==> src/hdl/dn_settings.svh <==
`ifndef DN_SETTINGS_SVH
`define DN_SETTINGS_SVH

// activation and payload width
`define DN_DATA_W 16
// configuration view of the payload, weight then shift
`define DN_WGT_W 12
`define DN_SHIFT_W 4
// lane product and reduced sum width
`define DN_RES_W 32

// buffer entries equal the starting credit of each link
// all depths kept at powers of two so pointers wrap on their own
`define DN_IN_DEPTH 2
`define DN_LANE_DEPTH 4
`define DN_RED_DEPTH 2

`endif

==> src/hdl/dn_data_pkg.sv <==
`default_nettype none

`include "dn_settings.svh"

package dn_data_pkg;

	// activation or configuration
	typedef enum logic {
		DN_ACT = 1'b0,
		DN_CFG = 1'b1
	} dn_kind_e;

	// configuration view, weight in the upper bits
	typedef struct packed {
		logic signed [`DN_WGT_W-1:0] weight;
		logic        [`DN_SHIFT_W-1:0] shift;
	} dn_cfg_t;

	// one payload word, read through the view its kind selects
	typedef union packed {
		logic signed [`DN_DATA_W-1:0] act;
		dn_cfg_t                      cfg;
	} dn_payload_u;

	// word as it travels from the input to a lane
	typedef struct packed {
		dn_kind_e    kind;
		dn_payload_u payload;
	} dn_word_t;

	// result word types
	typedef logic signed [`DN_RES_W-1:0] dn_res_t;

	typedef struct packed {
		dn_res_t prod;
		logic    joined;
	} dn_lane_res_t;

endpackage

`default_nettype wire

==> src/hdl/dn_route_pkg.sv <==
`default_nettype none

package dn_route_pkg;

	// route command of the distribute switch
	// bit 0 selects the low lane, bit 1 the high lane
	typedef enum logic [1:0] {
		DN_DROP = 2'b00,
		DN_LOW  = 2'b01,
		DN_HIGH = 2'b10,
		DN_BOTH = 2'b11
	} dn_cmd_e;

	// result source, same code points as the command
	// 2'b00 never leaves the adder
	typedef enum logic [1:0] {
		DN_SRC_LOW  = 2'b01,
		DN_SRC_HIGH = 2'b10,
		DN_SRC_BOTH = 2'b11
	} dn_src_e;

	// link tag marks a word that was duplicated to both lanes
	typedef enum logic {
		DN_TAG_SINGLE = 1'b0,
		DN_TAG_JOINED = 1'b1
	} dn_tag_e;

endpackage

`default_nettype wire

==> src/hdl/dn_link_if.sv <==
`timescale 1ns/100ps
`default_nettype none

//////////////////////////////////////////////////////////////////////
// credit-controlled link
//////////////////////////////////////////////////////////////////////

interface dn_link_if #(
	parameter type T = logic
);
	import dn_route_pkg::*;

	// forward path, sender owned
	logic    valid;
	T        data;
	dn_tag_e joined;

	// one-cycle pulse per freed receiver entry
	logic    credit;

	modport sender (
		output valid,
		output data,
		output joined,
		input  credit
	);

	modport receiver (
		input  valid,
		input  data,
		input  joined,
		output credit
	);

endinterface

`default_nettype wire

==> src/hdl/distribute_switch.sv <==
`timescale 1ns/100ps
`default_nettype none

`include "dn_settings.svh"

module distribute_switch
(
	input  wire                   clk,
	input  wire                   rst,
	input  wire                   i_valid,
	input  wire dn_route_pkg::dn_cmd_e i_cmd,
	input  wire dn_data_pkg::dn_word_t i_word,
	output logic                  o_credit,
	dn_link_if.sender             lo,
	dn_link_if.sender             hi
);
	import dn_route_pkg::*;
	import dn_data_pkg::*;

	localparam int IN_PTR_W = $clog2(`DN_IN_DEPTH);
	localparam int IN_CNT_W = $clog2(`DN_IN_DEPTH + 1);
	localparam int LN_CNT_W = $clog2(`DN_LANE_DEPTH + 1);

	// input buffer, command kept beside its word
	dn_cmd_e             cmd_mem [`DN_IN_DEPTH];
	dn_word_t            word_mem [`DN_IN_DEPTH];
	logic [IN_PTR_W-1:0] wr_ptr;
	logic [IN_PTR_W-1:0] rd_ptr;
	logic [IN_CNT_W-1:0] fill;

	// credits toward each lane FIFO
	logic [LN_CNT_W-1:0] lo_cnt;
	logic [LN_CNT_W-1:0] hi_cnt;

	// head decode
	dn_cmd_e             head_cmd;
	dn_word_t            head_word;
	logic                need_lo;
	logic                need_hi;
	logic                head_go;

	//////////////////////////////////////////////////////////////////////
	// input buffer
	//////////////////////////////////////////////////////////////////////

	// no overflow check, upstream credits bound the fill
	always_ff @(posedge clk)
	begin
		if (i_valid)
		begin
			cmd_mem[wr_ptr]  <= i_cmd;
			word_mem[wr_ptr] <= i_word;
		end
	end

	assign head_cmd  = cmd_mem[rd_ptr];
	assign head_word = word_mem[rd_ptr];

	// bit 0 low lane, bit 1 high lane
	assign need_lo = (head_cmd == DN_LOW) || (head_cmd == DN_BOTH);
	assign need_hi = (head_cmd == DN_HIGH) || (head_cmd == DN_BOTH);

	// drop words need no credit, a duplicate needs both
	assign head_go = (fill != '0)
		&& (!need_lo || (lo_cnt != '0))
		&& (!need_hi || (hi_cnt != '0));

	always_ff @(posedge clk)
	begin
		if (rst)
		begin
			wr_ptr   <= '0;
			rd_ptr   <= '0;
			fill     <= '0;
			o_credit <= 1'b0;
		end
		else
		begin
			if (i_valid)
				wr_ptr <= wr_ptr + 1'b1;
			if (head_go)
				rd_ptr <= rd_ptr + 1'b1;
			fill     <= fill + IN_CNT_W'(i_valid) - IN_CNT_W'(head_go);
			// entry freed on this edge, give it back upstream
			o_credit <= head_go;
		end
	end

	//////////////////////////////////////////////////////////////////////
	// lane side
	//////////////////////////////////////////////////////////////////////

	always_ff @(posedge clk)
	begin
		if (rst)
		begin
			lo.valid <= 1'b0;
			hi.valid <= 1'b0;
			lo_cnt   <= LN_CNT_W'(`DN_LANE_DEPTH);
			hi_cnt   <= LN_CNT_W'(`DN_LANE_DEPTH);
		end
		else
		begin
			lo.valid <= head_go && need_lo;
			hi.valid <= head_go && need_hi;
			// spend on send, refill on each returned pulse
			lo_cnt   <= lo_cnt - LN_CNT_W'(head_go && need_lo) + LN_CNT_W'(lo.credit);
			hi_cnt   <= hi_cnt - LN_CNT_W'(head_go && need_hi) + LN_CNT_W'(hi.credit);
		end
	end

	// same word on both links, tagged when duplicated
	always_ff @(posedge clk)
	begin
		if (head_go)
		begin
			lo.data   <= head_word;
			hi.data   <= head_word;
			lo.joined <= (head_cmd == DN_BOTH) ? DN_TAG_JOINED : DN_TAG_SINGLE;
			hi.joined <= (head_cmd == DN_BOTH) ? DN_TAG_JOINED : DN_TAG_SINGLE;
		end
	end

endmodule

`default_nettype wire

==> src/hdl/dn_top.sv <==
`timescale 1ns/100ps
`default_nettype none

`include "dn_settings.svh"

module dn_top
(
	input  wire                          clk,
	input  wire                          rst,
	input  wire                          i_valid,
	input  wire dn_route_pkg::dn_cmd_e   i_cmd,
	input  wire dn_data_pkg::dn_word_t   i_word,
	output wire                          o_credit,
	output wire                          o_res_valid,
	output wire signed [`DN_RES_W-1:0]   o_res_data,
	output wire dn_route_pkg::dn_src_e   o_res_src
);
	import dn_data_pkg::*;

	//////////////////////////////////////////////////////////////////////
	// internal links
	//////////////////////////////////////////////////////////////////////

	// switch to lanes
	dn_link_if #(.T(dn_word_t)) lo_word_if ();
	dn_link_if #(.T(dn_word_t)) hi_word_if ();

	// lanes to adder
	dn_link_if #(.T(dn_lane_res_t)) lo_res_if ();
	dn_link_if #(.T(dn_lane_res_t)) hi_res_if ();

	distribute_switch u_switch (
		.clk      (clk),
		.rst      (rst),
		.i_valid  (i_valid),
		.i_cmd    (i_cmd),
		.i_word   (i_word),
		.o_credit (o_credit),
		.lo       (lo_word_if.sender),
		.hi       (hi_word_if.sender)
	);

	// two identical lanes side by side
	mult_lane u_lane_lo (
		.clk (clk),
		.rst (rst),
		.rx  (lo_word_if.receiver),
		.tx  (lo_res_if.sender)
	);

	mult_lane u_lane_hi (
		.clk (clk),
		.rst (rst),
		.rx  (hi_word_if.receiver),
		.tx  (hi_res_if.sender)
	);

	reduce_adder u_adder (
		.clk         (clk),
		.rst         (rst),
		.lo          (lo_res_if.receiver),
		.hi          (hi_res_if.receiver),
		.o_res_valid (o_res_valid),
		.o_res_data  (o_res_data),
		.o_res_src   (o_res_src)
	);

endmodule

`default_nettype wire

==> src/hdl/mult_lane.sv <==
`timescale 1ns/100ps
`default_nettype none

`include "dn_settings.svh"

module mult_lane
(
	input  wire         clk,
	input  wire         rst,
	dn_link_if.receiver rx,
	dn_link_if.sender   tx
);
	import dn_route_pkg::*;
	import dn_data_pkg::*;

	localparam int PTR_W     = $clog2(`DN_LANE_DEPTH);
	localparam int CNT_W     = $clog2(`DN_LANE_DEPTH + 1);
	localparam int RES_CNT_W = $clog2(`DN_RED_DEPTH + 1);

	// lane FIFO, tag stored beside the word
	dn_word_t                    word_mem [`DN_LANE_DEPTH];
	dn_tag_e                     tag_mem [`DN_LANE_DEPTH];
	logic [PTR_W-1:0]            wr_ptr;
	logic [PTR_W-1:0]            rd_ptr;
	logic [CNT_W-1:0]            fill;

	// credits toward the adder buffer
	logic [RES_CNT_W-1:0]        res_cnt;

	// scaling state
	logic signed [`DN_WGT_W-1:0] weight_q;
	logic [`DN_SHIFT_W-1:0]      shift_q;

	dn_word_t                    head;
	dn_tag_e                     head_tag;
	logic                        pop_cfg;
	logic                        pop_act;
	dn_res_t                     act_ext;
	dn_res_t                     wgt_ext;
	dn_res_t                     scaled;

	always_ff @(posedge clk)
	begin
		if (rx.valid)
		begin
			word_mem[wr_ptr] <= rx.data;
			tag_mem[wr_ptr]  <= rx.joined;
		end
	end

	assign head     = word_mem[rd_ptr];
	assign head_tag = tag_mem[rd_ptr];

	// config words never wait, activations need room in the adder
	assign pop_cfg = (fill != '0) && (head.kind == DN_CFG);
	assign pop_act = (fill != '0) && (head.kind == DN_ACT) && (res_cnt != '0);

	// signed extend both operands, then arithmetic shift
	assign act_ext = head.payload.act;
	assign wgt_ext = weight_q;
	assign scaled  = (act_ext * wgt_ext) >>> shift_q;

	always_ff @(posedge clk)
	begin
		if (rst)
		begin
			wr_ptr    <= '0;
			rd_ptr    <= '0;
			fill      <= '0;
			res_cnt   <= RES_CNT_W'(`DN_RED_DEPTH);
			rx.credit <= 1'b0;
			tx.valid  <= 1'b0;
			weight_q  <= '0;
			shift_q   <= '0;
		end
		else
		begin
			if (rx.valid)
				wr_ptr <= wr_ptr + 1'b1;
			if (pop_cfg || pop_act)
				rd_ptr <= rd_ptr + 1'b1;
			fill      <= fill + CNT_W'(rx.valid) - CNT_W'(pop_cfg || pop_act);
			rx.credit <= pop_cfg || pop_act;
			tx.valid  <= pop_act;
			res_cnt   <= res_cnt - RES_CNT_W'(pop_act) + RES_CNT_W'(tx.credit);
			// configuration view of the same payload
			if (pop_cfg)
			begin
				weight_q <= head.payload.cfg.weight;
				shift_q  <= head.payload.cfg.shift;
			end
		end
	end

	// result register, joined flag rides along
	always_ff @(posedge clk)
	begin
		if (pop_act)
		begin
			tx.data.prod   <= scaled;
			tx.data.joined <= (head_tag == DN_TAG_JOINED);
			tx.joined      <= head_tag;
		end
	end

endmodule

`default_nettype wire

==> src/hdl/reduce_adder.sv <==
`timescale 1ns/100ps
`default_nettype none

`include "dn_settings.svh"

module reduce_adder
(
	input  wire                          clk,
	input  wire                          rst,
	dn_link_if.receiver                  lo,
	dn_link_if.receiver                  hi,
	output logic                         o_res_valid,
	output logic signed [`DN_RES_W-1:0]  o_res_data,
	output dn_route_pkg::dn_src_e        o_res_src
);
	import dn_route_pkg::*;
	import dn_data_pkg::*;

	localparam int PTR_W = $clog2(`DN_RED_DEPTH);
	localparam int CNT_W = $clog2(`DN_RED_DEPTH + 1);

	// index 0 low lane, index 1 high lane
	dn_lane_res_t     buf_mem [2][`DN_RED_DEPTH];
	logic [PTR_W-1:0] wr_ptr [2];
	logic [PTR_W-1:0] rd_ptr [2];
	logic [CNT_W-1:0] fill [2];

	logic [1:0]       in_valid;
	dn_lane_res_t     in_data [2];
	dn_lane_res_t     head [2];
	logic [1:0]       has;
	logic [1:0]       pop;
	logic             take_both;
	logic             take_lo;
	logic             take_hi;

	assign in_valid = {hi.valid, lo.valid};
	assign in_data[0] = lo.data;
	assign in_data[1] = hi.data;

	always_comb
	begin
		for (int i = 0; i < 2; i++)
		begin
			head[i] = buf_mem[i][rd_ptr[i]];
			has[i]  = (fill[i] != '0);
		end
	end

	//////////////////////////////////////////////////////////////////////
	// join and priority
	//////////////////////////////////////////////////////////////////////

	// joined pair first, then low single, then high single
	assign take_both = has[0] && has[1] && head[0].joined && head[1].joined;
	assign take_lo   = !take_both && has[0] && !head[0].joined;
	assign take_hi   = !take_both && !take_lo && has[1] && !head[1].joined;

	assign pop[0] = take_both || take_lo;
	assign pop[1] = take_both || take_hi;

	always_ff @(posedge clk)
	begin
		for (int i = 0; i < 2; i++)
		begin
			if (in_valid[i])
				buf_mem[i][wr_ptr[i]] <= in_data[i];
		end
	end

	always_ff @(posedge clk)
	begin
		if (rst)
		begin
			for (int i = 0; i < 2; i++)
			begin
				wr_ptr[i] <= '0;
				rd_ptr[i] <= '0;
				fill[i]   <= '0;
			end
			lo.credit   <= 1'b0;
			hi.credit   <= 1'b0;
			o_res_valid <= 1'b0;
			o_res_src   <= DN_SRC_LOW;
		end
		else
		begin
			for (int i = 0; i < 2; i++)
			begin
				if (in_valid[i])
					wr_ptr[i] <= wr_ptr[i] + 1'b1;
				if (pop[i])
					rd_ptr[i] <= rd_ptr[i] + 1'b1;
				fill[i] <= fill[i] + CNT_W'(in_valid[i]) - CNT_W'(pop[i]);
			end
			// every popped entry goes back to its lane
			lo.credit   <= pop[0];
			hi.credit   <= pop[1];
			o_res_valid <= take_both || take_lo || take_hi;
			if (take_both)
				o_res_src <= DN_SRC_BOTH;
			else if (take_lo)
				o_res_src <= DN_SRC_LOW;
			else if (take_hi)
				o_res_src <= DN_SRC_HIGH;
		end
	end

	// sum wraps at result width
	always_ff @(posedge clk)
	begin
		if (take_both)
			o_res_data <= head[0].prod + head[1].prod;
		else if (take_lo)
			o_res_data <= head[0].prod;
		else if (take_hi)
			o_res_data <= head[1].prod;
	end

endmodule

`default_nettype wire

==> config.mk <==
export PLATFORM = sky130hd
export DESIGN_NAME = dn_top
export DESIGN_NICKNAME = d
export VERILOG_FILES = /design/src/hdl/dn_data_pkg.sv /design/src/hdl/dn_route_pkg.sv /design/src/hdl/dn_link_if.sv /design/src/hdl/distribute_switch.sv /design/src/hdl/dn_top.sv /design/src/hdl/mult_lane.sv /design/src/hdl/reduce_adder.sv
export VERILOG_INCLUDE_DIRS = /design/src /design/src/hdl
export SDC_FILE = /design/constraint.sdc
export NUM_CORES = 2
export LEC_CHECK = 0
export BUFFER_PORTS_ARGS = -buffer_cell sky130_fd_sc_hd__buf_2
export CELL_PAD_IN_SITES_DETAIL_PLACEMENT = 1
export CELL_PAD_IN_SITES_GLOBAL_PLACEMENT = 2
export CORE_ASPECT_RATIO = 0.7
export CORE_UTILIZATION = 40
export DETAILED_ROUTE_END_ITERATION = 6
export PLACE_DENSITY = 0.77
export SYNTH_ARGS = -nofsm -noshare
export SYNTH_HDL_FRONTEND = slang
export SYNTH_SLANG_ARGS = --single-unit
export TNS_END_PERCENT = 30
==> constraint.sdc <==
create_clock -name clk -period 7.41 [get_ports clk]
set_clock_uncertainty 0.05 [all_clocks]
set_input_delay 0 -clock clk [delete_from_list [all_inputs] [get_ports clk]]
set_output_delay 0 -clock clk [all_outputs]
set_load 0.05 [all_outputs]
==> reports/qor.csv <==
metric,value,unit
outcome,"finished, final reports clean",
f_max,0.137,GHz
Crit path arrival time,7.58,ns
CP max-delay cell,mux4_2,
hold wc startpoint,i_word[2],
Post-Synthesis Cells,3187,
most frequent cell after synthesis,inv_1,
Synth top cells by count,"inv_1 (458), edfxtp_1 (410), fa_1 (361), nand2_1 (294), nor2_1 (192)",
area growth from synthesis to layout,10.7,%
first-pass GRT wire length,150,mm
R2R cell count,20,
vias in the first global route,26100,
Synth Register Bits,491,
layout cells sized above 1,0.124,
required time worst endpoint,7.70,ns
final worst slack,0.120,ns
multiplexer area fraction after synthesis,0.0980,
Crit path max-delay family,adder cells,
Reg2Reg Setup Slack,0.12,ns
Die W,362,µm
routed len/inst,21.1,µm
max_cap viols,0,
CTS buffer count,50,
Synth Area in Simple Gates,0.103,
Mapped Avg Cell Area,11.4,µm²
FP Rows,92,
first-pass iteration count of the detailed router,5,
XOR/XNOR share of the synthesized area,0.0238,
Worst slew margin,0.332,
Hold Path Class,in2reg,
critical path capture point type,register,
Vert. Die Dim,254,µm
die area,92000,µm²
fin nets,3811,
Mapped Area,36300,µm²
FILL cells,9533,
Root Buffer Master,clkbuf_16,
cells along the critical path,buf_12 -> mux4_2 -> buf_12 -> nand2_1 -> fa_1 -> inv_2 -> fa_1 -> fa_1 -> fa_1 -> fa_1 -> ha_1 -> and4_4 -> or3_4 -> o221a_4 -> o21a_4 -> a211oi_2 -> o21a_4 -> inv_4 -> mux4_2 -> mux4_2,
Post-Synth Adder-Cell Area,0.258,
sequential share of the synthesized area,0.384,
final hold vios,0,
worst hold path cell count,2,
max incr delay on CP,0.59,ns
Clock H-tree levels,2,
main combinational cell family by area after synthesis,adder cells,
DRC Markers,0,
Synth area leaders,"edfxtp_1 (34%), fa_1 (20%), ha_1 (5.9%)",
drt initial violations,1551,
n_diodes,0,
core area,89900,µm²
clk sinks,491,
number of buffers added on ports,57,
DP HPWL,72.7,mm
Hold EP,u_switch.word_mem[0][2]$_DFFE_PP_,
max-slew violations,0,
most common flop cell mapped by yosys,edfxtp_1,
Detailed Route WL,95.4,mm
Final Critical Period,7.29,ns
Post-synth EDFFs,410,
"most used cell, CP",fa_1,
Setup Viol. Count Final,0,
CP Class,reg2reg,
YS warnings,0,
Clock Pin Slew Worst Setup and Hold Paths,0.07,ns
compound-gate portion of the synthesized area,0.0692,
CTS tree,yes,
initial antenna violation count,0,
Worst-Skew Late Latency,0.59,ns
Post-synth ARST share,0,
Critical path buffers and inverters,4,
Final ANT Viol Nets,0,
Worst setup SP type,register,
GRT Overall Usage,0.210,
Tcrit/Tclk final,0.984,
"Max FO, Critical Path",10,
dpl ws,0.0329,ns
FF-to-FF End,u_lane_hi.tx.data[17]$_DFFE_PP_,
DR vias/cell,5.28,
syn_nets,3742,
largest net degree at the start of global routing,70,
GPL Wtd Cong,0.860,
worst-margin pin slew,1.00,ns
Initial Utilization,0.404,
I/O pins,58,
Yosys top cell by area,edfxtp_1,
top-area cell type share of the netlist area,0.339,
grt ovf,0,
CTS Buffer Depth,3,
synth unique cells,79,
Via Count,23800,
## worst max path at each step
stage | startpoint | endpoint | slack [ns] | depth (start not counted)
floorplan | register | u_lane_lo.tx.data[15]$_DFFE_PP_ | -0.01 | 24
detailed placement | register | u_lane_hi.tx.data[17]$_DFFE_PP_ | 0.03 | 19
finish | register | u_lane_hi.tx.data[17]$_DFFE_PP_ | 0.12 | 20
CTS | register | u_lane_hi.tx.data[17]$_DFFE_PP_ | 0.03 | 19
global placement | register | u_lane_hi.tx.data[17]$_DFFE_PP_ | 0.21 | 23
global route | register | u_lane_hi.tx.data[17]$_DFFE_PP_ | -0.02 | 22
## stage by stage
stage	area, µm²	utilization	instances	hold slack, ns	setup TNS (ns)
6_report	40200	0.447	4516	0.0961	0
5_1_grt	40200	0.447	4516	0.0733	-0.0337
4_1_cts	40000	0.445	4504	0.0448	0
3_5_place_dp	38200	0.425	4393	0.143	0
3_3_place_gp	38200	0.425	4393	0.137	0
2_1_floorplan	36300	-	3187	0.0489	-0.0137
## registers in the layout, summed over array words and instances, names as in the netlist, 4 cells and up, named ones only
name,flops
u_lane_lo.tag_mem,4
u_lane_lo.shift_q,4
u_lane_lo.weight_q,12
u_lane_hi.word_mem,68
u_switch.hi.data,17
u_lane_hi.weight_q,12
u_switch.cmd_mem,4
u_lane_hi.tag_mem,4
u_lane_hi.shift_q,4
u_adder.buf_mem,116
u_lane_lo.word_mem,68
u_lane_lo.tx.data,29
u_adder.o_res_data,32
u_adder.fill,4
u_switch.word_mem,34
u_lane_hi.tx.data,29
## per-layer routing
layer,track usage,vias up,share of wire
li1,-,10900,-
met1,0.304,12400,0.49
met2,0.330,486,0.45
met3,0.0348,103,0.048
met4,0.0453,0,0.019
met5,0,-,0
## worst reg2reg max path, cell delays in order, from the launching register on
cell,delay [ns]
dfxtp_2,0.38
buf_12,0.16
mux4_2,0.59
buf_12,0.18
nand2_1,0.16
fa_1,0.44
inv_2,0.17
fa_1,0.46
fa_1,0.58
fa_1,0.45
fa_1,0.48
ha_1,0.41
and4_4,0.24
or3_4,0.34
o221a_4,0.24
o21a_4,0.21
a211oi_2,0.25
o21a_4,0.21
inv_4,0.07
mux4_2,0.51
mux4_2,0.47
## cell usage in the layout (no fill, tap or decap), types with 10 or more instances in the layout
cell / n
mux4_2: 61
xor2_1: 34
mux2i_1: 124
a21oi_1: 100
nand2_1: 294
clkbuf_1: 12
o21a_1: 10
o21ai_1: 11
o22ai_1: 12
xnor2_1: 61
nor2b_1: 20
clkbuf_16: 52
buf_2: 56
nor3_1: 34
buf_4: 86
a31oi_1: 16
fa_1: 361
nand3_1: 24
dlygate4sd3_1: 21
and2_1: 138
a211oi_1: 37
edfxtp_1: 410
inv_1: 457
o21ai_0: 67
or3_1: 24
o211ai_1: 11
nand2b_1: 24
ha_1: 171
mux2_2: 81
dfxtp_1: 80
nor2_1: 189
a21o_1: 31
## repair_timing
action,CTS,global route
hold buffers,21,0
gates resized for setup,0,20
hold endpoints to repair,66,0
setup buffers,0,10
setup endpoints to repair,0,41
## layout make-up
cell class,instances,area (µm²),share of cell area
Clock buffer,66,1360,0.0339
Clock inverter,24,199,0.00495
Inverter,464,1740,0.0434
Multi-Input combinational cell,2081,20200,0.502
Sequential cell,491,13900,0.347
Tap cell,1222,1530,0.0380
Timing Repair Buffer,168,1240,0.0309
## cells by family after synthesis
group,Yosys count
flip-flops,491
adder cells (fa/ha/maj),533
AND/OR/NAND/NOR,797
AO/OA/AOI/OAI,384
multiplexers,269
buffers and inverters,616
XOR/XNOR,97
Power is left out: the tool's default activity adds up to more than one toggle a clock period on the data nets, which glitch-free logic cannot reach.
